`config.mk`:
```
export PLATFORM = sky130hd
export DESIGN_NAME = cpu_datapath
export DESIGN_NICKNAME = d
export VERILOG_FILES = /design/src/hw/lc3b_types.sv /design/src/hw/lc3b_pipe_pkg.sv /design/src/hw/mem_port_if.sv /design/src/hw/buffer.sv /design/src/hw/cpu_datapath.sv /design/src/hw/ex_addr_gen.sv /design/src/hw/ex_alu.sv /design/src/hw/id_datapath.sv /design/src/hw/if_datapath.sv /design/src/hw/mem_datapath.sv
export VERILOG_INCLUDE_DIRS = /design/src /design/src/include
export SDC_FILE = /design/constraint.sdc
export NUM_CORES = 1
export LEC_CHECK = 0
export BUFFER_PORTS_ARGS = -buffer_cell sky130_fd_sc_hd__buf_2
export CAP_MARGIN = 20
export CORE_ASPECT_RATIO = 1.2
export CORE_MARGIN = 2
export CORE_UTILIZATION = 56
export CTS_CLUSTER_SIZE = 14
export DETAILED_ROUTE_END_ITERATION = 10
export GPL_TIMING_DRIVEN = 1
export PLACE_DENSITY = 0.77
export SYNTH_ARGS = -nofsm -noshare
export SYNTH_HDL_FRONTEND = slang
export SYNTH_SLANG_ARGS = --single-unit
```
`constraint.sdc`:
```
create_clock -name clk -period 3.08 [get_ports clk]
set_clock_uncertainty 0.2 [all_clocks]
set_input_delay 0.154 -clock clk [delete_from_list [all_inputs] [get_ports clk]]
set_output_delay 0.154 -clock clk [all_outputs]
set_load 0.05 [all_outputs]
```
`src/include/lc3b_macros.svh`:
```
`ifndef LC3B_MACROS_SVH
`define LC3B_MACROS_SVH

// ----------------------------------------
// core-wide constants
// ----------------------------------------

// first fetch address after reset
`define LC3B_RESET_PC 16'h0000

// memory port widths
`define LC3B_WORD_W 16
`define LC3B_MASK_W 2

// value a pipeline register holds after reset or flush
`define LC3B_BUBBLE '0

`endif

```
`src/hw/lc3b_types.sv`:
```
`include "lc3b_macros.svh"

package lc3b_types;

    typedef logic [`LC3B_WORD_W-1:0] lc3b_word;
    typedef logic [2:0] lc3b_reg;
    typedef logic [2:0] lc3b_nzp;  // n, z, p

    // only the opcodes this core executes
    typedef enum logic [3:0] {
        op_br  = 4'b0000,
        op_add = 4'b0001,
        op_and = 4'b0101,
        op_ldr = 4'b0110,
        op_str = 4'b0111,
        op_not = 4'b1001
    } lc3b_opcode;

endpackage : lc3b_types

```
`src/hw/lc3b_pipe_pkg.sv`:
```
package lc3b_pipe_pkg;

    typedef enum logic [1:0] {
        alu_add = 2'b00,
        alu_and = 2'b01,
        alu_not = 2'b10
    } lc3b_alu_op;

    // all zero means bubble
    typedef struct packed {
        lc3b_types::lc3b_opcode opcode;
        lc3b_alu_op             alu_op;
        logic                   imm_sel;
        logic                   reg_write;
        logic                   cc_set;
        logic                   mem_read;
        logic                   mem_write;
        logic                   branch;
    } lc3b_control_word;

    typedef struct packed {
        lc3b_types::lc3b_word pc;  // already incremented
        lc3b_types::lc3b_word instr;
    } if_id_t;

    typedef struct packed {
        lc3b_control_word     ctrl;
        lc3b_types::lc3b_word pc;
        lc3b_types::lc3b_word instr;
        lc3b_types::lc3b_reg  dest;
        lc3b_types::lc3b_word src1_data;
        lc3b_types::lc3b_word src2_data;
    } id_ex_t;

    typedef struct packed {
        lc3b_control_word     ctrl;
        lc3b_types::lc3b_reg  dest;
        lc3b_types::lc3b_word alu_result;
        lc3b_types::lc3b_word eff_addr;
        lc3b_types::lc3b_word br_target;
        lc3b_types::lc3b_word store_data;
        logic                 br_en;
    } ex_mem_t;

    typedef struct packed {
        lc3b_control_word     ctrl;
        lc3b_types::lc3b_reg  dest;
        lc3b_types::lc3b_word dest_data;
    } mem_wb_t;

endpackage : lc3b_pipe_pkg

```
`src/hw/mem_port_if.sv`:
```
`timescale 1ns/1ns
`include "lc3b_macros.svh"

interface mem_port_if;

    logic                    read;
    logic                    write;
    logic [`LC3B_MASK_W-1:0] wmask;
    logic [`LC3B_WORD_W-1:0] address;
    logic [`LC3B_WORD_W-1:0] wdata;
    logic                    resp;   // one-cycle completion pulse
    logic [`LC3B_WORD_W-1:0] rdata;  // valid with resp

    modport master (output read, write, wmask, address, wdata, input resp, rdata);
    modport slave (input read, write, wmask, address, wdata, output resp, rdata);

endinterface : mem_port_if

```
`src/hw/buffer.sv`:
```
`timescale 1ns/1ns
`include "lc3b_macros.svh"

module buffer #(
    parameter type payload_t = logic
) (
    input  logic     clk,
    input  logic     rst_n,
    input  logic     load,
    input  logic     flush,
    input  payload_t d,
    output payload_t q
);

    always_ff @(posedge clk) begin
        if (!rst_n || flush) begin
            q <= `LC3B_BUBBLE;  // flush wins over load
        end else if (load) begin
            q <= d;
        end
    end

    a_hold: assert property (@(posedge clk) disable iff (!rst_n)
        (!load && !flush) |=> $stable(q));

endmodule : buffer

```
`src/hw/cpu_datapath.sv`:
```
`timescale 1ns/1ns
`include "lc3b_macros.svh"

module cpu_datapath (
    input  logic                    clk,
    input  logic                    rst_n,

    input  logic                    resp_a,
    input  lc3b_types::lc3b_word    rdata_a,
    output logic                    read_a,
    output logic                    write_a,
    output logic [`LC3B_MASK_W-1:0] wmask_a,
    output lc3b_types::lc3b_word    address_a,
    output lc3b_types::lc3b_word    wdata_a,

    input  logic                    resp_b,
    input  lc3b_types::lc3b_word    rdata_b,
    output logic                    read_b,
    output logic                    write_b,
    output logic [`LC3B_MASK_W-1:0] wmask_b,
    output lc3b_types::lc3b_word    address_b,
    output lc3b_types::lc3b_word    wdata_b
);

    mem_port_if port_a ();
    mem_port_if port_b ();

    assign read_a      = port_a.read;
    assign write_a     = port_a.write;
    assign wmask_a     = port_a.wmask;
    assign address_a   = port_a.address;
    assign wdata_a     = port_a.wdata;
    assign port_a.resp = resp_a;
    assign port_a.rdata = rdata_a;

    assign read_b      = port_b.read;
    assign write_b     = port_b.write;
    assign wmask_b     = port_b.wmask;
    assign address_b   = port_b.address;
    assign wdata_b     = port_b.wdata;
    assign port_b.resp = resp_b;
    assign port_b.rdata = rdata_b;

    logic                   stall, fetch_busy, mem_busy, fetch_valid, hazard, redirect;
    lc3b_types::lc3b_word   br_target, alu_result, eff_addr, ex_br_target;
    lc3b_types::lc3b_nzp    cc;
    logic                   br_en;
    lc3b_pipe_pkg::if_id_t  if_d, if_id_q;
    lc3b_pipe_pkg::id_ex_t  id_d, id_ex_q;
    lc3b_pipe_pkg::ex_mem_t ex_d, ex_mem_q;
    lc3b_pipe_pkg::mem_wb_t mem_d, mem_wb_q;

    assign stall = fetch_busy || mem_busy;

    // ----------------------------------------
    // fetch and decode
    // ----------------------------------------
    if_datapath u_if (.clk(clk), .rst_n(rst_n), .hold(stall || hazard), .redirect(redirect),
        .br_target(br_target), .mem(port_a.master), .fetch_busy(fetch_busy),
        .fetched(if_d), .fetch_valid(fetch_valid));

    buffer #(.payload_t(lc3b_pipe_pkg::if_id_t)) if_id_buf (.clk(clk), .rst_n(rst_n),
        .load(fetch_valid && !stall && !hazard), .flush(redirect), .d(if_d), .q(if_id_q));

    id_datapath u_id (.clk(clk), .rst_n(rst_n), .stall(stall), .in(if_id_q), .wb(mem_wb_q),
        .ex_dest_info(id_ex_q), .mem_dest_info(ex_mem_q), .out(id_d), .hazard(hazard),
        .cc(cc));

    buffer #(.payload_t(lc3b_pipe_pkg::id_ex_t)) id_ex_buf (.clk(clk), .rst_n(rst_n),
        .load(!stall), .flush(hazard || redirect), .d(id_d), .q(id_ex_q));

    // ----------------------------------------
    // execute, memory
    // ----------------------------------------
    ex_alu u_alu (.in(id_ex_q), .alu_result(alu_result));

    ex_addr_gen u_addr (.in(id_ex_q), .cc(cc), .eff_addr(eff_addr),
        .br_target(ex_br_target), .br_en(br_en));

    always_comb begin
        ex_d.ctrl       = id_ex_q.ctrl;
        ex_d.dest       = id_ex_q.dest;
        ex_d.alu_result = alu_result;
        ex_d.eff_addr   = eff_addr;
        ex_d.br_target  = ex_br_target;
        ex_d.store_data = id_ex_q.src2_data;
        ex_d.br_en      = br_en;
    end

    buffer #(.payload_t(lc3b_pipe_pkg::ex_mem_t)) ex_mem_buf (.clk(clk), .rst_n(rst_n),
        .load(!stall), .flush(redirect), .d(ex_d), .q(ex_mem_q));

    mem_datapath u_mem (.clk(clk), .rst_n(rst_n), .stall(stall), .in(ex_mem_q),
        .mem(port_b.master), .mem_busy(mem_busy), .redirect(redirect),
        .br_target(br_target), .out(mem_d));

    // writeback is the mem_wb output feeding the register file
    buffer #(.payload_t(lc3b_pipe_pkg::mem_wb_t)) mem_wb_buf (.clk(clk), .rst_n(rst_n),
        .load(!stall), .flush(1'b0), .d(mem_d), .q(mem_wb_q));

endmodule : cpu_datapath

```
`src/hw/ex_addr_gen.sv`:
```
`timescale 1ns/1ns

module ex_addr_gen (
    input  lc3b_pipe_pkg::id_ex_t in,
    input  lc3b_types::lc3b_nzp   cc,
    output lc3b_types::lc3b_word  eff_addr,
    output lc3b_types::lc3b_word  br_target,
    output logic                  br_en
);

    lc3b_types::lc3b_word offset6;
    lc3b_types::lc3b_word offset9;

    // word offsets, scaled to bytes
    assign offset6 = {{9{in.instr[5]}}, in.instr[5:0], 1'b0};
    assign offset9 = {{6{in.instr[8]}}, in.instr[8:0], 1'b0};

    assign eff_addr  = in.src1_data + offset6;
    assign br_target = in.pc + offset9;
    assign br_en     = in.ctrl.branch && |(in.instr[11:9] & cc);

endmodule : ex_addr_gen

```
`src/hw/ex_alu.sv`:
```
`timescale 1ns/1ns

module ex_alu (
    input  lc3b_pipe_pkg::id_ex_t in,
    output lc3b_types::lc3b_word  alu_result
);

    lc3b_types::lc3b_word imm5;
    lc3b_types::lc3b_word b;

    assign imm5 = {{11{in.instr[4]}}, in.instr[4:0]};
    assign b    = in.ctrl.imm_sel ? imm5 : in.src2_data;

    always_comb begin
        case (in.ctrl.alu_op)
            lc3b_pipe_pkg::alu_and: alu_result = in.src1_data & b;
            lc3b_pipe_pkg::alu_not: alu_result = ~in.src1_data;
            default:                alu_result = in.src1_data + b;
        endcase
    end

endmodule : ex_alu

```
`src/hw/id_datapath.sv`:
```
`timescale 1ns/1ns

module id_datapath (
    input  logic                   clk,
    input  logic                   rst_n,
    input  logic                   stall,
    input  lc3b_pipe_pkg::if_id_t  in,
    input  lc3b_pipe_pkg::mem_wb_t wb,
    input  lc3b_pipe_pkg::id_ex_t  ex_dest_info,
    input  lc3b_pipe_pkg::ex_mem_t mem_dest_info,
    output lc3b_pipe_pkg::id_ex_t  out,
    output logic                   hazard,
    output lc3b_types::lc3b_nzp    cc
);

    lc3b_types::lc3b_word             regs [8];
    lc3b_pipe_pkg::lc3b_control_word  ctrl;
    lc3b_types::lc3b_reg              sr1;
    lc3b_types::lc3b_reg              sr2;
    logic                             use_sr1;
    logic                             use_sr2;
    logic                             sr1_hit;
    logic                             sr2_hit;
    logic                             cc_busy;

    // ----------------------------------------
    // decode
    // ----------------------------------------
    always_comb begin
        ctrl = '0;
        case (lc3b_types::lc3b_opcode'(in.instr[15:12]))
            lc3b_types::op_add, lc3b_types::op_and, lc3b_types::op_not: begin
                ctrl.opcode    = lc3b_types::lc3b_opcode'(in.instr[15:12]);
                ctrl.alu_op    = (in.instr[15:12] == lc3b_types::op_add) ? lc3b_pipe_pkg::alu_add :
                                 (in.instr[15:12] == lc3b_types::op_and) ? lc3b_pipe_pkg::alu_and :
                                                                           lc3b_pipe_pkg::alu_not;
                ctrl.imm_sel   = in.instr[5];
                ctrl.reg_write = 1'b1;
                ctrl.cc_set    = 1'b1;
            end
            lc3b_types::op_ldr: begin
                ctrl.opcode    = lc3b_types::op_ldr;
                ctrl.reg_write = 1'b1;
                ctrl.cc_set    = 1'b1;
                ctrl.mem_read  = 1'b1;
            end
            lc3b_types::op_str: begin
                ctrl.opcode    = lc3b_types::op_str;
                ctrl.mem_write = 1'b1;
            end
            lc3b_types::op_br: begin
                ctrl.branch = |in.instr[11:9];  // nzp of 000 is a nop
            end
            default: ;
        endcase
    end

    assign sr1     = in.instr[8:6];
    assign sr2     = ctrl.mem_write ? in.instr[11:9] : in.instr[2:0];
    assign use_sr1 = ctrl.reg_write || ctrl.mem_write;
    assign use_sr2 = ctrl.mem_write || (ctrl.reg_write && !ctrl.imm_sel && !ctrl.mem_read &&
                     ctrl.alu_op != lc3b_pipe_pkg::alu_not);

    // ----------------------------------------
    // hazards
    // ----------------------------------------
    // a write waiting in mem_wb reaches decode through write-through
    assign sr1_hit = (ex_dest_info.ctrl.reg_write && ex_dest_info.dest == sr1) ||
                     (mem_dest_info.ctrl.reg_write && mem_dest_info.dest == sr1);
    assign sr2_hit = (ex_dest_info.ctrl.reg_write && ex_dest_info.dest == sr2) ||
                     (mem_dest_info.ctrl.reg_write && mem_dest_info.dest == sr2);
    assign cc_busy = ex_dest_info.ctrl.cc_set || mem_dest_info.ctrl.cc_set || wb.ctrl.cc_set;

    // frozen pipeline already holds decode
    assign hazard = !stall && ((use_sr1 && sr1_hit) || (use_sr2 && sr2_hit) ||
                    (ctrl.branch && cc_busy));

    // ----------------------------------------
    // register file and cc
    // ----------------------------------------
    always_ff @(posedge clk) begin
        if (!rst_n) begin
            regs <= '{default: '0};
            cc   <= 3'b010;
        end else begin
            if (wb.ctrl.reg_write) begin
                regs[wb.dest] <= wb.dest_data;
            end
            if (wb.ctrl.cc_set) begin
                cc <= {wb.dest_data[15], wb.dest_data == '0,
                       !wb.dest_data[15] && wb.dest_data != '0};
            end
        end
    end

    always_comb begin
        out.ctrl      = ctrl;
        out.pc        = in.pc;
        out.instr     = in.instr;
        out.dest      = in.instr[11:9];
        // write-through from writeback
        out.src1_data = (wb.ctrl.reg_write && wb.dest == sr1) ? wb.dest_data : regs[sr1];
        out.src2_data = (wb.ctrl.reg_write && wb.dest == sr2) ? wb.dest_data : regs[sr2];
    end

    a_wb_legal: assert property (@(posedge clk) disable iff (!rst_n)
        wb.ctrl.reg_write |-> wb.ctrl.opcode inside {lc3b_types::op_add, lc3b_types::op_and,
                                                      lc3b_types::op_not, lc3b_types::op_ldr});

endmodule : id_datapath

```
`src/hw/if_datapath.sv`:
```
`timescale 1ns/1ns
`include "lc3b_macros.svh"

module if_datapath (
    input  logic                  clk,
    input  logic                  rst_n,
    input  logic                  hold,
    input  logic                  redirect,
    input  lc3b_types::lc3b_word  br_target,
    mem_port_if.master            mem,
    output logic                  fetch_busy,
    output lc3b_pipe_pkg::if_id_t fetched,
    output logic                  fetch_valid
);

    lc3b_types::lc3b_word pc;
    lc3b_types::lc3b_word inst_q;     // instruction parked while decode is held
    lc3b_types::lc3b_word target_q;
    logic                 reading;
    logic                 have_q;
    logic                 redir_q;    // redirect seen while a read was in flight
    logic                 consume;

    assign mem.read    = reading;
    assign mem.write   = 1'b0;
    assign mem.wmask   = '0;
    assign mem.wdata   = '0;
    assign mem.address = pc;

    assign fetch_valid = (have_q || (reading && mem.resp)) && !redir_q;
    assign fetch_busy  = !fetch_valid;
    assign consume     = fetch_valid && !hold;

    always_comb begin
        fetched = `LC3B_BUBBLE;
        if (fetch_valid) begin
            fetched.pc    = pc + 16'd2;
            fetched.instr = have_q ? inst_q : mem.rdata;
        end
    end

    always_ff @(posedge clk) begin
        if (!rst_n) begin
            pc      <= `LC3B_RESET_PC;
            reading <= 1'b0;
            have_q  <= 1'b0;
            redir_q <= 1'b0;
        end else if (redirect && reading && !mem.resp) begin
            redir_q <= 1'b1;  // let the old read finish first
        end else if (redirect) begin
            pc      <= br_target;
            have_q  <= 1'b0;
            reading <= 1'b1;
        end else if (reading && mem.resp && redir_q) begin
            pc      <= target_q;  // stale word dropped, new request next cycle
            redir_q <= 1'b0;
        end else if (consume) begin
            pc      <= pc + 16'd2;
            have_q  <= 1'b0;
            reading <= 1'b1;
        end else if (reading && mem.resp) begin
            have_q  <= 1'b1;
            reading <= 1'b0;
        end else if (!reading && !have_q) begin
            reading <= 1'b1;
        end
    end

    always_ff @(posedge clk) begin
        if (reading && mem.resp) begin
            inst_q <= mem.rdata;
        end
        if (redirect) begin
            target_q <= br_target;
        end
    end

    a_addr_stable: assert property (@(posedge clk) disable iff (!rst_n)
        (mem.read && !mem.resp) |=> $stable(mem.address));

endmodule : if_datapath

```
`src/hw/mem_datapath.sv`:
```
`timescale 1ns/1ns

module mem_datapath (
    input  logic                   clk,
    input  logic                   rst_n,
    input  logic                   stall,
    input  lc3b_pipe_pkg::ex_mem_t in,
    mem_port_if.master             mem,
    output logic                   mem_busy,
    output logic                   redirect,
    output lc3b_types::lc3b_word   br_target,
    output lc3b_pipe_pkg::mem_wb_t out
);

    logic                 access;
    logic                 done_q;   // access finished, waiting for the pipe to move
    lc3b_types::lc3b_word ld_q;
    lc3b_types::lc3b_word ld_data;

    assign access = in.ctrl.mem_read || in.ctrl.mem_write;

    assign mem.read    = in.ctrl.mem_read && !done_q;
    assign mem.write   = in.ctrl.mem_write && !done_q;
    assign mem.wmask   = '1;
    assign mem.address = in.eff_addr;
    assign mem.wdata   = in.store_data;

    assign mem_busy = access && !done_q && !mem.resp;

    always_ff @(posedge clk) begin
        if (!rst_n) begin
            done_q <= 1'b0;
        end else begin
            done_q <= stall && (done_q || mem.resp);
        end
    end

    always_ff @(posedge clk) begin
        if (mem.resp) begin
            ld_q <= mem.rdata;
        end
    end

    assign ld_data = done_q ? ld_q : mem.rdata;

    assign redirect  = in.br_en;
    assign br_target = in.br_target;

    always_comb begin
        out.ctrl      = in.ctrl;
        out.dest      = in.dest;
        out.dest_data = in.ctrl.mem_read ? ld_data : in.alu_result;
    end

    a_one_strobe: assert property (@(posedge clk) disable iff (!rst_n)
        !(mem.read && mem.write));

endmodule : mem_datapath

```
==> After elaboration in Yosys (flattened, before gate mapping) <==
Cells that the tools add are included.
{ "word_totals": {"ff_bits": 395, "inputBits": 36, "output_inout_bits": 72, "wordCells": 191} }
{ "classes": {"n_addsub": 4, "order_cmp": 4, "eq_ne": 16, "muxes": 40, "bitwise": 7, "n_reduce_logical": 75} }
{ "ops": {"columns": ["operator", "count"], "rows": [
  ["16-bit 2-to-1 mux", 14],
  ["128-bit bitwise mux", 1],
  ["16-bit binary-select mux with 3-bit select", 2],
  ["16-bit adder", 3],
  ["16-bit demux with 3-bit select", 1],
  ["32-bit 2-to-1 mux", 1],
  ["16-bit case mux with 2 select lines", 1],
  ["1-bit logical AND", 30],
  ["3-bit == test", 6],
  ["16-bit by 2-bit adder with 16-bit output, second input constant", 1],
  ["16-bit bitwise AND", 1],
  ["16-bit zero test", 1],
  ["1-bit logical OR", 16],
  ["16-bit inverter", 1],
  ["16-bit nonzero test", 1],
  ["1-bit 2-to-1 mux", 15],
  ["1-bit zero test", 14],
  ["4-bit by 3-bit == test with 1-bit output, second input constant", 3],
  ["4-bit >= comparator, second input constant", 3],
  ["3-bit inverter with 4-bit output", 3],
  ["3-bit OR reduction", 3],
  ["2-bit 2-to-1 mux", 3],
  ["3-bit 2-to-1 mux", 2],
  ["3-bit AND reduction", 2],
  ["other kinds (15)", 18]
]} }

==> Logic depth before layout (Yosys ltp) <==
Gate-level depths: netlist (run 1).
{ "logic_depth": {"depth_word": 19, "depth_mapped": 12, "ltp_nobuf": 11} }

==> By module <==
From an unflattened synthesis (run 1), not the netlist that was laid out.
{ "hier_totals": {"cells_unflattened": 2702, "area_unflattened_um2": 24277.0} }
{ "by_module_without_submodules": {"columns": ["module", "n_inst", "cells_each", "area_each_um2", "seq_area_each_um2"], "rows": [
  ["id_datapath", 1, 1140, 9208.8, 2622.5],
  ["if_datapath", 1, 293, 2937.8, 1341.3],
  ["buffer at ex_mem_buf", 1, 259, 2884.0, 1601.5],
  ["buffer at id_ex_buf", 1, 256, 2801.4, 1581.5],
  ["mem_datapath", 1, 143, 1373.8, 500.5],
  ["ex_addr_gen", 1, 177, 1366.3, 0.0],
  ["ex_alu", 1, 223, 1356.3, 0.0],
  ["buffer at if_id_buf", 1, 104, 1173.6, 640.6],
  ["buffer at mem_wb_buf", 1, 101, 1139.8, 620.6],
  ["cpu_datapath", 1, 6, 35.0, 0.0]
]} }

==> Worst setup path after synthesis (run 1) <==
Ideal clock, no wire load.
{ "synth_path": {"kind": "register to register", "from": "register u_if.reading (netlist: u_if.mem.read)", "to": "register u_if.pc[7] (netlist: u_if.mem.address[7])", "setup_time_ns": 0.086, "t_arrival_ns": 2.750, "t_required_ns": 2.794, "path_slack_ns": 0.044, "path_stages_with_launch": 10, "path_buffers": 2, "period_less_slack_ns": 3.036, "path_cell_list": "dfxtp_1 > and2_1 > clkbuf_1 > o221ai_2 > nor2_1 > o41ai_2 > o21ai_2 > buf_2 > nor2_1 > a211oi_1"} }
{ "synth_via": {"elab_chain_cells": 12, "elab_cells_between_ends": 18, "cone_classes": "2 x mux; 1 x bitwise; 15 x reduce/logical"} }
{ "synth_rtl": {"columns": ["item", "line_no", "rtl"], "rows": [
  ["start: declaration", "if_datapath.sv:19", "logic reading;"],
  ["start signal: assignment", "if_datapath.sv:45", "reading <= 1'b0;"],
  ["start signal: assignment", "if_datapath.sv:53", "reading <= 1'b1;"],
  ["start signal: assignment", "if_datapath.sv:60", "reading <= 1'b1;"],
  ["1-bit logical AND", "if_datapath.sv:30, if_datapath.sv:54", null],
  ["1-bit logical OR", "if_datapath.sv:30", "assign fetch_valid = (have_q || (reading && mem.resp)) && !redir_q;"],
  ["1-bit logical AND", "if_datapath.sv:30", null],
  ["1-bit zero test", "if_datapath.sv:31", "assign fetch_busy = !fetch_valid;"],
  ["1-bit logical OR", "cpu_datapath.sv:53", "assign stall = fetch_busy || mem_busy;"],
  ["1-bit zero test", "id_datapath.sv:75", "assign hazard = !stall && ((use_sr1 && sr1_hit) || (use_sr2 && sr2_hit) ||"],
  ["1-bit logical AND", "id_datapath.sv:75", null],
  ["1-bit logical OR", "cpu_datapath.sv:58", "if_datapath u_if (.clk(clk), .rst_n(rst_n), .hold(stall || hazard), .redirect(redirect),"],
  ["1-bit zero test", "if_datapath.sv:32", "assign consume = fetch_valid && !hold;"],
  ["1-bit logical AND", "if_datapath.sv:32", null],
  ["3-bit nonzero test (no line)", null, null],
  ["2-bit AND reduction (no line)", null, null],
  ["end signal: assignment", "if_datapath.sv:44", "pc <= `LC3B_RESET_PC;"],
  ["end signal: assignment", "if_datapath.sv:51", "pc <= br_target;"],
  ["end signal: assignment", "if_datapath.sv:55", "pc <= target_q;"],
  ["end: declaration", "if_datapath.sv:16", "lc3b_types::lc3b_word pc;"]
]} }
Several ways; a longest one is shown, not always the timed one.
A chain may end at the register's enable or synchronous reset.

==> Worst setup path in the final report (run 1) <==
{ "layout_path": {"from": "register if_id_buf.q[13] (netlist name)", "to": "register id_ex_buf.q[39] (netlist name)"} }
{ "layout_via": {"elab_chain_cells": 14, "elab_cells_between_ends": 37, "cone_classes": "8 x eq/ne; 8 x mux; 21 x reduce/logical"} }
{ "layout_rtl": {"columns": ["item", "line_no", "rtl"], "rows": [
  ["start: declaration", "buffer.sv:12", "output payload_t q"],
  ["start signal: assignment", "buffer.sv:17", "q <= `LC3B_BUBBLE;"],
  ["branches (longest 10 deep; another with 4-bit by 3-bit == test with 1-bit output)", null, null],
  ["1-bit logical OR (*)", "id_datapath.sv:75", null],
  ["1-bit logical AND (*)", "id_datapath.sv:75", null],
  ["1-bit logical OR (*)", "cpu_datapath.sv:70", ".load(!stall), .flush(hazard || redirect), .d(id_d), .q(id_ex_q));"],
  ["1-bit logical OR (*)", "buffer.sv:16", "if (!rst_n || flush) begin"],
  ["end signal: assignment", "buffer.sv:17", null],
  ["end: declaration", "buffer.sv:12", null]
]} }
Every way passes the cells marked *.

==> results by group, run 1 <==
Outcome
  – Status: completed

Die
  – Chip width: between 150 and 200 um
  – DIE AREA: 0.0373 sq mm
  – Initial core utilization: 57.0%
  – Core area: 0.0351 sq mm
  – IO Pins: 108
  – Die Y: 211 um
  – FP Rows: 75

Setup path
  – Worst Path Required: between 3 and 4 ns
  – Slowest stage cell, crit path: dfxtp_2
  – Worst path max stage delay: 0.42 ns
  – Startpoint types: flop
  – CP Capture Type: flop
  – Worst Path Arrival: roughly 3.1 ns
  – Crit path launch: if_id_buf.q[13]$_SDFFE_PP0P_
  – Setup CP Type: reg -> reg
  – Worst-path fanout max: 26
  – Family with the most delay on the worst path: multiplexers
  – Worst path cell trace: nand4b_4 > mux2i_4 > mux2i_1 > o311ai_4 > buf_4 > nor2_4 > buf_4 > nand3_1 > a21oi_1
  – FF-to-FF Start: if_id_buf.q[13]$_SDFFE_PP0P_
  – Most frequent CP cell: buf_4
  – CP bufs+invs: 2

Placement
  – Port bufs: 86
  – Dpl cells: roughly 2800
  – Placed inst area: approximately 0.021 sq mm
  – Dpl hpwl: about 40000 um
  – Routability cong.: roughly 0.97

Synthesis
  – Area fraction of the dominant cell type after synthesis: approximately 34%
  – Yosys warns: 0
  – Leading area contributor after synthesis: dfxtp_1
  – Unique masters post-synth: just under 80
  – Mapped Cells: 2404
  – FFs w/ async S/R, synth: 0%
  – Register area share after synthesis: 41.3%
  – #FFs+latches synth: 389
  – Post-Syn Area: 0.0200 sq mm
  – Post-synth EDFFs: 48
  – Ys flop type: dfxtp_1
  – Synth area leaders: dfxtp_1 (34%), nand2_1 (11%), a21oi_1 (8.3%)
  – Mean post-synth cell area: 8.33 sq um

Pwr
  – Pwr dens: 556 mW/mm^2
  – VDD IR-drop max: 0.414 mV
  – Leakage Power: 8.03 nW

Timing
  – RSZ-0062 raised after global routing: false
  – Fin crit share: 93.8%
  – Slew headroom: 26.4%
  – Max Slew Vio Count: 0
  – Max Clock Freq: 0.346 GHz
  – Final hold vios: 0
  – Setup TNS Final: 0 ns
  – Post-layout minimum cycle time: about 2.9 ns
  – Finish-stage setup viols: 0
  – Worst-margin pin slew: ~1.1 ns
  – Final Hold Slack: ~0.13 ns

Drt
  – Iter 0 DRT Violations: ~1700
  – Vias: approximately 18000
  – Vias per cell: 6.08
  – Drt wl/cell: approximately 20 um
  – Drt total wl: 59900 um
  – Drt first pass iters: 6
  – DRC viols: 0
  – Antenna-violating nets left: 0

GRT
  – Congestion Overflow GR: 0
  – First-pass GRT wire length: 92800 um
  – Largest net degree at the start of global routing: 169
  – Overall global routing resource usage: 31.5%
  – Initial antenna violation count: 1
  – Number of global-route vias before repair: approximately 17000

Hold path
  – Worst Hold Class: in -> reg
  – Hold Startpoint: rdata_a[4]

CTS
  – Worst-Skew Late Latency: 0.56 ns
  – H-tree levels: 2
  – Clk root buf: clkbuf_16
  – CTS tree: built
  – Sink Count: 389
  – Total CTS buffers: 40
  – Worst-case clock buffer depth: 3
  – Clock slew at reported path FFs: 0.07 ns

Layout
  – Nets@finish: roughly 2500
  – Post-route insts no fill: 2935
  – Layout area overhead: 12.5%
  – Design area: 0.0225 sq mm
  – Share of post-route cells with drive strength above 1: 13.7%

Job
  – Max-cap violations: 0
-- layout by cell type (no fill, tap or decap), types with 6 or more instances in the layout --
master / n
nand2_1: 561
inv_1: 45
conb_1: 21
dlygate4sd3_1: 35
nand3_1: 84
nand4_1: 32
xnor2_1: 43
nand2b_1: 15
buf_2: 86
a31oi_1: 7
o21ai_0: 41
nor2b_1: 13
nor3_1: 19
clkbuf_1: 8
a211oi_2: 31
dfxtp_1: 337
a211oi_1: 53
a221oi_1: 12
a21oi_1: 332
buf_4: 83
clkbuf_8: 7
and3_1: 23
a21o_1: 11
a32oi_1: 15
mux4_2: 32
o211ai_1: 6
clkbuf_16: 42
nor4_1: 7
mux2i_1: 72
ha_1: 47
o2111ai_1: 19
nor2_1: 144
edfxtp_1: 48
o21a_1: 10
xor2_1: 18
buf_12: 10
-- logic make-up after synthesis --
family / Yosys count / share of synthesized area, %
flip-flops: 389 / 41.3
multiplexers: 111 / 7.76
AND/OR/NAND/NOR: 925 / 19.7
XOR/XNOR: 61 / 2.67
AO/OA/AOI/OAI: 581 / 18.5
other: 2 / 0.0375
buffers and inverters: 285 / 6.74
adder cells (fa/ha/maj): 50 / 3.24
-- per-stage QoR --
stage / total power [mW] / setup slack, ns / util [%]
final: 12.5 / 0.192 / 64.2
after global routing: 12.9 / 0.00742 / 64.1
after floorplan: 6.98 / 0.0443 / -
after detailed placement: 7.52 / -0.0325 / 59.2
after CTS: 12.5 / 0.109 / 64.0
after global placement: 7.48 / -0.0139 / 59.2
-- synth_stat cells (23+ instances only) --
master	number
clkbuf_1	145
nand2_1	563
xnor2_1	43
inv_1	45
edfxtp_1	48
o21ai_0	43
a211oi_1	54
mux4_2	32
buf_4	56
nor2_1	144
nand3_1	84
dfxtp_1	341
and3_1	23
a21oi_1	333
nand4_1	32
mux2i_1	72
a211oi_2	30
ha_1	47
-- routing by layer --
layer  GRT usage, %  routed length [um]  vias to the layer above
li1               -                   -                     8419
met1           36.8               22800                     8417
met2           54.2               29500                      787
met3           4.21                3780                      225
met4           20.5                3860                        0
met5              0                   0                        -
-- sequential cells by signal, summed over array words and instances (netlist names) --
signal and cells:
if_id_buf.q 32, u_id.regs 128, u_if.mem.read 1, id_ex_buf.q 67, u_id.cc 3, u_if.have_q 1
u_if.redir_q 1, u_mem.ld_q 16, mem_wb_buf.q 20, u_if.inst_q 16, ex_mem_buf.q 71, u_mem.done_q 1
u_if.target_q 16, u_if.mem.address 16
-- path summary, 6_finish.rpt --
kind | endpoint | slack (ns) | depth (start not counted)
hold reg to reg | ex_mem_buf.q[0]$_SDFFE_PP0N_ | 0.24 | 2
setup reg to reg | id_ex_buf.q[39]$_SDFFE_PP0N_ | 0.19 | 9
setup / recovery | id_ex_buf.q[39]$_SDFFE_PP0N_ | 0.19 | 9
hold / removal | u_if.inst_q[4]$_DFFE_PP_ | 0.13 | 2
-- final cells by class --
type	count	area, sq um
diodes	1	2.50
clock buffers	57	1180
clock inverters	16	175
fillers	2926	12600
inverters	47	179
multi-input cells	1749	10500
flip-flops and latches	389	8270
well taps	462	578
repair buffers	214	1600
-- timing repair --
| action | in CTS | in global routing |
|---|---|---|
| resized for setup | 2 | 8 |
| pin swaps | 0 | 1 |
| setup endpoints to repair | 1 | 9 |
| endpoints found under the hold margin | 72 | 0 |
| hold buffers | 35 | 0 |
| buffers inserted | 0 | 3 |
-- power breakdown --
group          internal [mW]  switching, mW
Clock                   2.93           2.09
Sequential              5.33          0.202
Combinational          0.665           1.31
Note: power is estimated with default switching activity, not from simulation.
==> run 2, diff against run 1 <==
Settings changed: CORE_ASPECT_RATIO 1.2 to not set, SLEW_MARGIN set to 5.
==> run 2 against run 1 <==
Compared with the run above: sequential share of layout area grew 0.36 points; fmax shrank 0.41%; global-route usage shrank 1.1 points; critical path type unchanged; utilization shrank 1.2 points; final area shrank 0.98%; combinational power shrank 4%; clock-buffer cell count grew 4; setup slack lost 0.012 ns; sequential power is essentially flat.
==> results by group, run 2 (synthesized netlist as in run 1, its figures left out) <==
Outcome
  – Status: completed

CTS
  – Clock slew at reported path FFs: 0.06 ns (about the same)
  – H-tree levels: 2 (unchanged)
  – Clk root buf: clkbuf_16
  – Worst-Skew Late Latency: 0.58 ns (+0.02 ns)
  – Worst-case clock buffer depth: 3 (unchanged)
  – CTS tree: built
  – Sink Count: 389 (unchanged)
  – Total CTS buffers: 41 (+2.5%)

Drt
  – DRC viols: 0 (unchanged)
  – Iter 0 DRT Violations: 1768 (+5.5%)
  – Drt total wl: 57500 um (-4.0%)
  – Drt wl/cell: 19.7 um (-3.2%)
  – Vias: 17800 (-0.43%)
  – Antenna-violating nets left: 0 (unchanged)
  – Drt first pass iters: 7 (+1)
  – Vias per cell: 6.10 (+0.33%)

Layout
  – Multi-input logic area: 0.0105 sq mm (+0.11%)
  – Design area: 0.0223 sq mm (-0.98%)
  – Commonest non-fill, non-tap cell in the layout: nand2_1
  – Layout area overhead: 11.4%
  – Biggest register: u_id.regs
  – Max reg flops: 128 (unchanged)
  – Nets@finish: 2507 (-0.79%)
  – Fin util: 63.0% (-1.2 points)
  – FF/Latch Area: 0.00827 sq mm (about the same)
  – Fillcell total: 2968 (+1.4%)
  – Share of post-route cells with drive strength above 1: 12.7% (-0.95 points)
  – Diodes inserted: 0 (-1)
  – Biggest regs: u_id.regs x128, ex_mem_buf.q x71, id_ex_buf.q x67
  – Commonest cells after routing, fill and taps aside: nand2_1 (561), dfxtp_1 (338), a21oi_1 (332), nor2_1 (144), buf_2 (86)

Setup path
  – FF-to-FF Start: id_ex_buf.q[35]$_SDFFE_PP0N_
  – Crit path launch: id_ex_buf.q[35]$_SDFFE_PP0N_
  – Crit path to: ex_mem_buf.q[30]$_SDFFE_PP0N_
  – Worst Path Arrival: 3.21 ns (+0.07 ns)
  – CP Capture Type: flop
  – R2R depth: 10 (+1)
  – Worst-path fanout max: 4 (-85%)
  – Setup CP Type: reg -> reg
  – Flop2flop setup slack: 0.18 ns (about the same)
  – Reg2reg end: ex_mem_buf.q[30]$_SDFFE_PP0N_
  – Startpoint types: flop
  – Worst Path Required: 3.39 ns (+0.06 ns)

Die
  – DIE AREA: 0.0373 sq mm (about the same)
  – Chip width: 193 um (+9.3%)
  – FP Rows: 69 (-8.0%)
  – Die Y: 193 um (-8.5%)
  – Core area: 0.0354 sq mm (+0.86%)
  – IO Pins: 108 (unchanged)
  – Initial core utilization: 56.6% (-0.48 points)

Timing
  – Post-layout minimum cycle time: 2.90 ns (+0.0118 ns)
  – RSZ-0062 raised after global routing: false
  – Worst-margin pin slew: 0.825 ns (-0.279 ns)
  – Finish-stage setup viols: 0 (unchanged)
  – Fin crit share: 94.1% (+0.38 points)
  – Slew headroom: 45.0% (+19 points)
  – Max Slew Vio Count: 0 (unchanged)
  – Final hold vios: 0 (unchanged)
  – Setup TNS Final: 0 ns (unchanged)
  – Max Clock Freq: 0.345 GHz (-0.41%)

GRT
  – Largest net degree at the start of global routing: 169 (unchanged)
  – Number of global-route vias before repair: 16600 (-3.6%)
  – Overall global routing resource usage: 30.5% (-1.1 points)
  – Congestion Overflow GR: 0 (unchanged)
  – Initial antenna violation count: 0 (-1)
  – First-pass GRT wire length: 89400 um (-3.7%)

Pwr
  – Leakage Power: 7.90 nW (-1.7%)
  – Pwr dens: 550 mW/mm^2 (-1.0%)
  – VDD IR-drop max: 0.447 mV (+8.2%)

Hold path
  – Worst Hold Class: in -> reg

Placement
  – Dpl hpwl: 37200 um (-6.5%)
  – Routability cong.: 0.912 (-5.6%)
  – Placed inst area: 0.0206 sq mm (-0.89%)
  – Port bufs: 86 (unchanged)

Job
  – Max-cap violations: 0 (unchanged)
[run 2: cell count changes in the layout (fill, tap and decap cells not counted), moves of 2 or more]
cell	delta
inv_6	+2
bufinv_16	-2
clkinvlp_2	-3
buf_4	-21
clkinv_1	+3
clkbuf_1	+4
[run 2: final cells by class]
class                           instances  share of cell area (%)
Clock buffer                           61                    5.35
Timing Repair Buffer                  193                    6.46
Multi-Input combinational cell       1749                    47.3
Inverter                               47                   0.802
Tap cell                              461                    2.59
Sequential cell                       389                    37.1
Clock inverter                         13                   0.432
[run 2: critical path: stages, from the launching register on]
cell	delay [ns]
dfxtp_1	0.43
ha_1	0.21
inv_1	0.06
fa_1	0.37
nand2b_1	0.19
a21oi_1	0.22
nor3_1	0.10
o21ai_0	0.41
a31oi_1	0.17
or4_1	0.41
nand3_1	0.07
[run 2: layer usage]
| layer | track usage (%) | share of wire (%) | vias up |
|---|---|---|---|
| li1 | - | - | 8376 |
| met1 | 39.8 | 41 | 8487 |
| met2 | 49.3 | 47 | 739 |
| met3 | 4.72 | 7.6 | 170 |
| met4 | 14.8 | 4.2 | 0 |
| met5 | 0 | 0 | - |
[run 2: worst min-delay path by stage]
stage                          start  slack (ns)                        to  cells after the start
after global routing      rdata_a[9]        0.11  u_if.inst_q[9]$_DFFE_PP_                      2
after global placement    rdata_b[4]        0.15   u_mem.ld_q[4]$_DFFE_PP_                      1
after detailed placement  rdata_b[5]        0.15   u_mem.ld_q[5]$_DFFE_PP_                      1
final                     rdata_a[9]        0.11  u_if.inst_q[9]$_DFFE_PP_                      2
after floorplan                rst_n        0.02   u_id.cc[1]$_SDFFE_PN1P_                      1
after CTS                 rdata_b[5]         0.1   u_mem.ld_q[5]$_DFFE_PP_                      2
[run 2: per-stage QoR]
step | std cells | setup slack [ns] | hold slack [ns] | power [mW]
6_report | 2913 | 0.180 | 0.107 | 12.3
5_1_grt | 2913 | 0.0157 | 0.108 | 12.7
4_1_cts | 2910 | 0.0201 | 0.0985 | 12.2
3_5_place_dp | 2801 | 0.0503 | 0.148 | 7.45
3_3_place_gp | 2801 | 0.154 | 0.147 | 7.41
2_1_floorplan | 2423 | 0.0443 | 0.0159 | 6.98
[run 2: timing repair]
action / CTS / global route
setup buffers: 0 / 2
hold buffers: 35 / 0
setup endpoints to repair: 0 / 34
gates resized for setup: 0 / 10
hold endpoints to repair: 83 / 0
[run 2: report_power, final]
group | internal, mW | leakage [nW] | switching [mW]
logic | 0.638 | 4.02 | 1.26
clock network | 2.77 | 0.636 | 2.08
registers | 5.33 | 3.24 | 0.203
total | 8.73 | 7.90 | 3.54
==> run 3, diff against run 2 <==
Settings changed: CORE_UTILIZATION 56 to 50, PLACE_DENSITY 0.77 to 0.7.
==> run 3 against run 2 <==
Compared with the run above: via count fell by 1.0%; power rose by 2.3%; global-route usage shrank 2.6 points; final area increased by 0.82%; worst hold slack better by 0.0044 ns; sequential cell count is the same; fmax grew 0.16%; wire length is 1.7% higher; non-clock buffer count is 3 lower; register-to-register slack is essentially flat; sequential share of layout area fell by 0.30 points.
==> results by group, run 3 (synthesized netlist as in run 1, its figures left out) <==
Outcome
  – Status: completed

CTS
  – Clock slew at reported path FFs: 0.06 ns (about the same)
  – CTS tree: built
  – H-tree levels: 2 (unchanged)
  – Sink Count: 389 (unchanged)
  – Clk root buf: clkbuf_16
  – Total CTS buffers: 42 (+2.4%)
  – Worst-case clock buffer depth: 3 (unchanged)
  – Worst-Skew Late Latency: 0.58 ns (about the same)

Timing
  – Worst-margin pin slew: 0.880 ns (+0.0549 ns)
  – Post-layout minimum cycle time: 2.89 ns (-0.00470 ns)
  – Setup TNS Final: 0 ns (unchanged)
  – Slew headroom: 41.2% (-3.8 points)
  – Final Hold Slack: 0.111 ns (+0.00442 ns)
  – Max Slew Vio Count: 0 (unchanged)
  – RSZ-0062 raised after global routing: true
  – Max Clock Freq: 0.345 GHz (+0.16%)
  – Setup ws final: 0.185 ns (+0.00470 ns)
  – Fin crit share: 94.0% (-0.15 points)
  – Final hold vios: 0 (unchanged)
  – Finish-stage setup viols: 0 (unchanged)

Layout
  – Fin util: 56.7% (-6.3 points)
  – Max reg flops: 128 (unchanged)
  – Commonest non-fill, non-tap cell in the layout: nand2_1
  – Design area: 0.0225 sq mm (+0.82%)
  – Commonest cells after routing, fill and taps aside: nand2_1 (561), dfxtp_1 (338), a21oi_1 (332), nor2_1 (144), buf_2 (86)
  – Share of post-route cells with drive strength above 1: 13.0% (+0.32 points)
  – Fillcell total: 3549 (+20%)
  – Layout area overhead: 12.3%
  – Diodes inserted: 0 (unchanged)
  – Multi-input logic area: 0.0106 sq mm (+0.21%)
  – FF/Latch Area: 0.00827 sq mm (unchanged)
  – Biggest register: u_id.regs
  – Post-route insts no fill: 2978 (+2.2%)
  – Nets@finish: 2505 (-0.080%)
  – Biggest regs: u_id.regs x128, ex_mem_buf.q x71, id_ex_buf.q x67

Placement
  – Placed inst area: 0.0207 sq mm (+0.59%)
  – Dpl cells: 2865 (+2.3%)
  – Routability cong.: 0.905 (-0.77%)
  – Setup slack at placement: 0.0455 ns (-0.00477 ns)
  – Port bufs: 86 (unchanged)
  – Dpl hpwl: 38400 um (+3.1%)

Pwr
  – Pwr Total: 12.6 mW (+2.3%)
  – VDD IR-drop max: 0.339 mV (-24%)
  – Sequential power share: 44.0% (-1.1 points)
  – Comb power frac: 15.2% (-0.3 points)
  – P_int: 8.95 mW (+2.5%)
  – Leakage Power: 7.94 nW (+0.50%)
  – Sw frac: 28.7% (-0.12 points)
  – Pwr dens: 558 mW/mm^2 (+1.5%)
  – Net switching power: 3.61 mW (+1.9%)
  – Clk pwr share: 40.8% (+1.3 points)

GRT
  – Congestion Overflow GR: 0 (unchanged)
  – Initial antenna violation count: 0 (unchanged)
  – First-pass GRT wire length: 91300 um (+2.2%)
  – Number of global-route vias before repair: 16800 (+0.75%)
  – Overall global routing resource usage: 27.8% (-2.6 points)
  – Largest net degree at the start of global routing: 152 (-10%)

Setup path
  – Reg2reg end: id_ex_buf.q[7]$_SDFFE_PP0N_
  – Flop2flop setup slack: 0.19 ns (about the same)
  – Worst Path Required: 3.32 ns (-0.07 ns)
  – Family with the most delay on the worst path: compound AO/OA/AOI/OAI gates
  – R2R depth: 8 (-2)
  – Slowest stage cell, crit path: o311ai_4
  – Worst-path fanout max: 16 (+12)
  – Setup CP Type: reg -> reg
  – CP bufs+invs: 1 (unchanged)
  – CP Capture Type: flop
  – Worst Path Arrival: 3.14 ns (-0.07 ns)
  – FF-to-FF Start: if_id_buf.q[13]$_SDFFE_PP0P_
  – Worst path max stage delay: 0.46 ns (+0.03 ns)
  – Worst path cell trace: buf_4 > or2_2 > a2111oi_0 > mux2i_1 > o311ai_4 > nor2_4 > o21ai_4 > a211oi_1
  – Startpoint types: flop

Die
  – Die Y: 204 um (+5.7%)
  – Core area: 0.0396 sq mm (+12%)
  – DIE AREA: 0.0417 sq mm (+12%)
  – FP Rows: 73 (+5.8%)
  – Chip width: 204 um (+5.7%)
  – Initial core utilization: 50.5% (-6.1 points)
  – IO Pins: 108 (unchanged)

Hold path
  – Hold path cells: 2 (unchanged)
  – Worst Hold Class: in -> reg
  – Hold Startpoint: rdata_b[11]
  – Hold Path Sink: u_mem.ld_q[11]$_DFFE_PP_

Drt
  – DRC viols: 0 (unchanged)
  – Iter 0 DRT Violations: 1476 (-17%)
  – Vias per cell: 5.91 (-3.2%)
  – Drt wl/cell: 19.6 um (-0.52%)
  – Drt total wl: 58500 um (+1.7%)
  – Drt first pass iters: 5 (-2)
  – Vias: 17600 (-1.0%)
  – Antenna-violating nets left: 0 (unchanged)

Job
  – Max-cap violations: 0 (unchanged)
==> run 3: cell count changes in the layout (fill, tap and decap cells not counted), moves of 2 or more <==
cell	change
buf_4	-3
bufinv_16	+2
clkinv_1	-4
clkinv_2	+4
nor3_1	-2
==> run 3: worst max-delay path by stage <==
| stage | end | start | slack [ns] | cells after the start |
|---|---|---|---|---|
| after floorplan | u_if.mem.address[7]$_SDFFE_PN0P_ | u_if.mem.read$_SDFFE_PN0P_ | 0.04 | 9 |
| after detailed placement | u_if.mem.address[1]$_SDFFE_PN0P_ | if_id_buf.q[13]$_SDFFE_PP0P_ | 0.05 | 7 |
| after CTS | ex_mem_buf.q[59]$_SDFFE_PP0N_ | id_ex_buf.q[72]$_SDFFE_PP0N_ | 0.02 | 11 |
| after global placement | ex_mem_buf.q[59]$_SDFFE_PP0N_ | id_ex_buf.q[72]$_SDFFE_PP0N_ | 0.08 | 11 |
| after global routing | ex_mem_buf.q[64]$_SDFFE_PP0N_ | id_ex_buf.q[72]$_SDFFE_PP0N_ | -0.03 | 10 |
| final | id_ex_buf.q[7]$_SDFFE_PP0N_ | if_id_buf.q[13]$_SDFFE_PP0P_ | 0.19 | 8 |
==> run 3: cell type report <==
class / count / share of cell area (%)
flip-flops and latches: 389 / 36.8
multi-input cells: 1749 / 47.0
clock buffers: 61 / 5.35
repair buffers: 190 / 6.33
well taps: 525 / 2.92
clock inverters: 17 / 0.824
inverters: 47 / 0.796
==> run 3: power groups by stage <==
stage	Sequential (mW)	Combinational (mW)	Clock [mW]
after global routing	5.55	2.05	5.40
after floorplan	5.62	1.36	0
after CTS	5.53	1.89	5.20
final	5.53	1.91	5.12
after detailed placement	5.63	1.85	0
after global placement	5.63	1.81	0
==> run 3: metal layers <==
layer	share of wire [%]	up-vias	global-route usage, %
met5	0	-	0
met4	3.9	0	12.3
met3	6.7	156	4.62
met2	47	711	45.8
met1	42	8367	36.0
li1	-	8359	-
==> run 3: what timing repair did <==
item                       in CTS  in global routing
hold buffers                   35                  0
buffers inserted                0                  0
hold endpoints to repair       97                  0
setup endpoints to repair       0                 23
resized for setup               0                 10
